--- config.mk ---
export PLATFORM = sky130hd
export DESIGN_NAME = rsa_mod_prep
export DESIGN_NICKNAME = d
export VERILOG_FILES = /design/src/source/rsa_pkg.sv /design/src/source/rsa_mod_prep.sv
export SDC_FILE = /design/constraint.sdc
export NUM_CORES = 2
export LEC_CHECK = 0
export BUFFER_PORTS_ARGS = -buffer_cell sky130_fd_sc_hd__buf_2
export CAP_MARGIN = 10
export CORE_ASPECT_RATIO = 0.5
export CORE_UTILIZATION = 50
export CTS_CLUSTER_DIAMETER = 60
export DETAILED_ROUTE_END_ITERATION = 12
export HOLD_SLACK_MARGIN = 0.02
export PLACE_DENSITY = 0.71
export SLEW_MARGIN = 30
export SYNTH_ARGS = -nofsm -noshare
export SYNTH_HDL_FRONTEND = slang
export SYNTH_SLANG_ARGS = --single-unit
--- constraint.sdc ---
create_clock -name i_clk -period 16.65 [get_ports i_clk]
set_clock_uncertainty 0.1 [all_clocks]
set_input_delay 3.33 -clock i_clk [delete_from_list [all_inputs] [get_ports i_clk]]
set_output_delay 3.33 -clock i_clk [all_outputs]
set_load 0.01 [all_outputs]
--- src/source/rsa_pkg.sv ---
package rsa_pkg;

	// operand width for a 256-bit modulus
	localparam int RSA_W = 256;

	// counters must reach 256, hence one extra bit
	localparam int CNT_W = 9;

	// core controller states
	typedef enum logic [2:0] {
		S_IDLE,   // waiting for a start strobe
		S_PREP,   // converting a into montgomery form
		S_LAUNCH, // issue start to the multipliers
		S_MONT,   // multipliers busy
		S_UPDATE  // move results into t and m
	} core_state_t;

	// shared by the preparation unit and the multiplier
	typedef enum logic [1:0] {
		U_IDLE,
		U_RUN,
		U_FIX     // final conditional subtraction
	} unit_state_t;

endpackage

--- src/source/rsa_mod_prep.sv ---
`timescale 1ns/10ps

module rsa_mod_prep (
	input  logic                      i_clk,
	input  logic                      i_rst,
	input  logic                      i_start,
	input  logic [rsa_pkg::RSA_W-1:0] i_n,
	input  logic [rsa_pkg::RSA_W-1:0] i_a,
	output logic [rsa_pkg::RSA_W-1:0] o_t,
	output logic                      o_done
);
	import rsa_pkg::*;

	unit_state_t      state_r;
	logic [CNT_W-1:0] cnt_r;     // doubling steps taken
	logic             done_r;
	logic [RSA_W:0]   acc_r;     // one spare bit for the doubling
	logic [RSA_W-1:0] n_r;
	logic [RSA_W:0]   dbl;
	logic [RSA_W:0]   step;

	// acc stays below n, so its top bit is always clear before doubling
	assign dbl = {acc_r[RSA_W-1:0], 1'b0};

	always_comb begin
		if (dbl >= {1'b0, n_r}) begin
			step = dbl - {1'b0, n_r};
		end else begin
			step = dbl;
		end
	end

	always_ff @(posedge i_clk or posedge i_rst) begin
		if (i_rst) begin
			state_r <= U_IDLE;
			cnt_r   <= '0;
			done_r  <= 1'b0;
		end else begin
			done_r <= 1'b0;
			case (state_r)
				U_IDLE: begin
					if (i_start) begin
						state_r <= U_RUN;
						cnt_r   <= '0;
					end
				end
				U_RUN: begin
					cnt_r <= cnt_r + 1'b1;
					if (cnt_r == CNT_W'(RSA_W - 1)) begin
						state_r <= U_FIX; // 256th doubling this cycle
					end
				end
				U_FIX: begin
					state_r <= U_IDLE;
					done_r  <= 1'b1;
				end
				default: state_r <= U_IDLE;
			endcase
		end
	end

	// datapath
	always_ff @(posedge i_clk) begin
		if (state_r == U_IDLE && i_start) begin
			acc_r <= {1'b0, i_a};
			n_r   <= i_n;
		end else if (state_r == U_RUN) begin
			acc_r <= step; // 2*acc mod n
		end
		if (state_r == U_FIX) begin
			o_t <= acc_r[RSA_W-1:0]; // already reduced by every step
		end
	end

	assign o_done = done_r;

endmodule

==> results.md <==
Floorplan:
- 772 I/O pins were placed.
- The die area is around 0.099 mm².
- Measured along the y axis, the die boundary spans roughly 220 µm.
- The region available for standard cell placement spans 0.0960 mm².
- The die outline width is roughly 440 µm.
- The initial core utilization is 0.509.
- The number of cell rows is 80.

Yosys:
- Of all flip-flops after synthesis, the portion carrying an async set or reset was 0.0154.
- The primary flip-flop cell chosen by synthesis mapping is edfxtp_1.
- The mapped netlist covers between 0.04 and 0.05 mm².
- For this run, the register share of the synthesized area comes to 0.479.
- The post-synthesis average cell area is approximately 9.3 µm².
- The post-synthesis register bit count is 780.
- The count of unique library cells instantiated by Yosys is 87.
- The cell count after synthesis is between 5,000 and 6,000.
- The net count after synthesis is 6,025.
- The synthesized design contains 768 enable-type register cells.
- Yosys printed 0 warnings.

Timing:
- The post-route worst setup slack is around 9.5 ns.
- The worst-case headroom to the max-slew limit is 0.224.
- Setup repair after global routing left no endpoint under its margin.
- The upper clock frequency limit is 0.141 GHz.
- Setup violations remaining at the end of the flow were counted as 0.
- The count of endpoints failing hold in the final timing report is 0.
- The final count of pins violating max slew is 0.
- After layout, the minimum clock period comes to 7.11 ns.
- In the final timing run, aggregate negative setup slack is 0 ns.
- The portion of the clock cycle consumed by the worst path in the final layout is 0.427.
- The slew at the pin closest to its max-slew limit is about 1.2 ns.

Power:
- The leakage power summed over all cells is ~23 nW.
- The internal power of the cells totals about 3 mW.
- For this design the ratio of total power to cell area is approximately 70 mW/mm².
- The power dissipated by switching net loads is roughly 0.84 mW.
- The switching power as a share of total power is 0.213.
- The share of power burned in registers is 0.544.
- IR analysis of the VDD net gives a maximum drop of about 80 µV.
- The sum of internal, switching and leakage power is roughly 3.9 mW.
- The fraction of power consumed by the clock network is 0.438.
- The proportion of power drawn by combinational gates is 0.019.

Placed design:
- Including well taps, the total number of placed cells is around 7,100.
- The number of port buffers is between 700 and 800.
- The post-detailed-placement half-perimeter wirelength is 151 mm.
- The placed instances occupy a cell area of 0.0537 mm².
- Routability-driven placement finished with a final weighted congestion of roughly 1.1.
- The post-placement setup slack is between 9 and 10 ns.

CTS:
- In this run the post-CTS setup repair buffer count came out at 0.
- The H-tree was split into 3 levels.
- Once the clock tree was built, the resizer swapped 0 gates to a different size.
- The deepest clock path buffer count is 3.
- The clock latency on the worst-skew pair is roughly 0.70 ns.
- TritonCTS built the clock tree.
- Clock-pin slew was measured on the worst setup and hold paths at 0.07 ns.
- Counting the buffers created by CTS gives 74.
- The count of hold buffers inserted by post-cts repair is 0.
- The tree built by TritonCTS fans out to approximately 800 sinks.
- The root buffer cell is clkbuf_16.

Layout:
- The count of cells in the finished layout, fillers not included, comes to 7,221.
- After routing the design area is about 0.056 mm².
- The number of nets in the layout is roughly 6,700.
- The top cell types in the final layout, fill and taps aside, are a21oi_1, buf_2, edfxtp_1, nor2_1, nand2_1.
- The area growth from synthesis to layout is 14.8%.
- The library cell used most frequently in the layout, excluding fill and tap cells, is a21oi_1.
- The share of post-route cells with drive strength above 1 is 0.165.

Global route:
- The pin count of the biggest net entering global routing is about 180.
- The remaining global-route overflow is 0.
- The global-route wire length before repair is about 270 mm.
- The initial antenna violation count is 25.
- The total global-route track usage is 0.368.
- The via count of the first global-routing pass came to approximately 43,000.

Outcome:
- The run finished with clean final reports.

Setup path:
- STA classifies the critical path startpoint as a flip-flop.
- The library cell contributing the largest single delay on the critical path is a211oi_1.
- The critical path contains buffers and inverters numbering 2 combined.
- The classification of the worst setup path is reg -> reg.
- The kind of end point of the critical path is a flip-flop.
- The arrival time reported for the critical path endpoint is approximately 7.4 ns.
- The critical path required time is around 17 ns.
- The biggest fanout along the worst timing path is between 40 and 50.
- The signal on the critical path passes through ha_1 -> o21ai_1 -> a21oi_1 -> nor3_1 -> nor3_1 -> o2111ai_1 -> a211oi_1 -> o2111ai_1 -> o21a_1 -> o21a_1 -> or3_1 -> o21ai_4 -> buf_4 -> nand2_1 -> buf_4 -> nor4_1 -> a311oi_1.
- The kind of cell adding the most delay to the critical path is compound AO/OA/AOI/OAI gates.
- The largest single stage delay on the critical path is roughly 0.93 ns.

Routing:
- Dividing the detail-routed wire length by the instance count gives between 20 and 30 µm.
- The vias per cell is roughly 6.2.
- The number of optimization iterations in the first detailed-route pass is 6.
- In the routed design, unresolved DRC markers number 0.
- The overall via count from detail_route is between 40,000 and 50,000.
- After detailed routing, the total wire length is ~190 mm.
- The post-route antenna net violation count is 0.
- The first routing iteration left around 4,700 violations.

Min path:
- The tightest min-delay check is of the reg -> reg type.

Flow run:
- The number of violations of the max-capacitance limit is 0.
==> logic make-up after synthesis <==
family / count (synthesis) / synth area share
compound gates: 1738 / 0.208
simple gates: 1596 / 0.149
flops: 780 / 0.479
buf+inv: 604 / 0.0476
fa+ha+maj: 259 / 0.0665
xor+xnor: 231 / 0.0414
mux: 43 / 0.00907
==> flip-flops by register name, indices dropped and copies added (netlist names) <==
name,flops
o_t,256
state_r,2
o_done,1
cnt_r,9
acc_r,256
n_r,256
==> layout make-up <==
cell class / instances / area (µm²)
fillers: 8404 / 39900
flip-flops and latches: 780 / 23400
multi-input cells: 3867 / 23200
repair buffers: 809 / 4180
clock buffers: 91 / 1990
well taps: 1271 / 1590
inverters: 355 / 1350
clock inverters: 37 / 364
diodes: 11 / 27.5
==> power groups by stage <==
stage / clock [mW] / sequential [mW] / combinational [mW]
floorplan: 0 / 2.18 / 0.000809
global placement: 0 / 2.18 / 0.0742
detailed placement: 0 / 2.18 / 0.0734
CTS: 1.72 / 2.13 / 0.0742
global route: 1.79 / 2.13 / 0.0774
finish: 1.72 / 2.13 / 0.0738
==> synth_stat cells, types with 8 or more instances <==
library cell	count	share of area
a21oi_1	869	0.089
edfxtp_1	768	0.47
nor2_1	660	0.051
nand2_1	415	0.032
inv_1	354	0.027
o21ai_0	331	0.034
ha_1	258	0.066
clkbuf_1	203	0.016
nand4_1	159	0.020
xnor2_1	126	0.023
xor2_1	105	0.019
a21o_1	97	0.015
o21bai_1	97	0.015
nor3_1	82	0.0084
o21a_1	61	0.0094
nand3_1	55	0.0056
nor4_1	43	0.0055
buf_2	41	0.0042
a211oi_1	39	0.0060
o21ai_1	39	0.0040
mux2i_1	36	0.0074
a31oi_1	30	0.0038
and3_1	30	0.0038
o31ai_1	30	0.0046
and4_1	25	0.0045
or3_1	21	0.0027
a21boi_0	20	0.0031
nor2b_1	20	0.0026
and2_1	19	0.0024
nand2b_1	18	0.0023
or2_2	17	0.0022
a221oi_1	16	0.0029
o211ai_1	13	0.0020
dfrtp_1	12	0.0062
o2111ai_1	10	0.0018
or4_1	9	0.0014
a221o_1	8	0.0016
==> path summary, 6_finish.rpt <==
check	cells past startpoint	end	from	slack [ns]
worst max-delay path	17	acc_r[244]	acc_r[2]	9.54
worst min-delay path	0	o_t[8]	acc_r[8]	0.38
worst max register to register	17	acc_r[244]	acc_r[2]	9.54
worst min register to register	0	o_t[8]	acc_r[8]	0.38
max in group asynchronous	2	cnt_r[2]	i_rst	13.55
min in group asynchronous	2	o_done	i_rst	2.56
==> stage by stage <==
step / hold WS [ns] / utilization
5_1_grt: 0.393 / 0.584
4_1_cts: 0.386 / 0.583
6_report: 0.385 / 0.584
3_3_place_gp: 0.365 / 0.559
2_1_floorplan: 0.345 / -
3_5_place_dp: 0.371 / 0.559
==> layer usage <==
| metal | global-route usage | share of wire |
|---|---|---|
| met2 | 0.582 | 0.46 |
| met5 | 0 | 0.00060 |
| met4 | 0.150 | 0.043 |
| met1 | 0.495 | 0.42 |
| met3 | 0.0735 | 0.075 |
No activity file was read; power rests on OpenSTA's default activity.
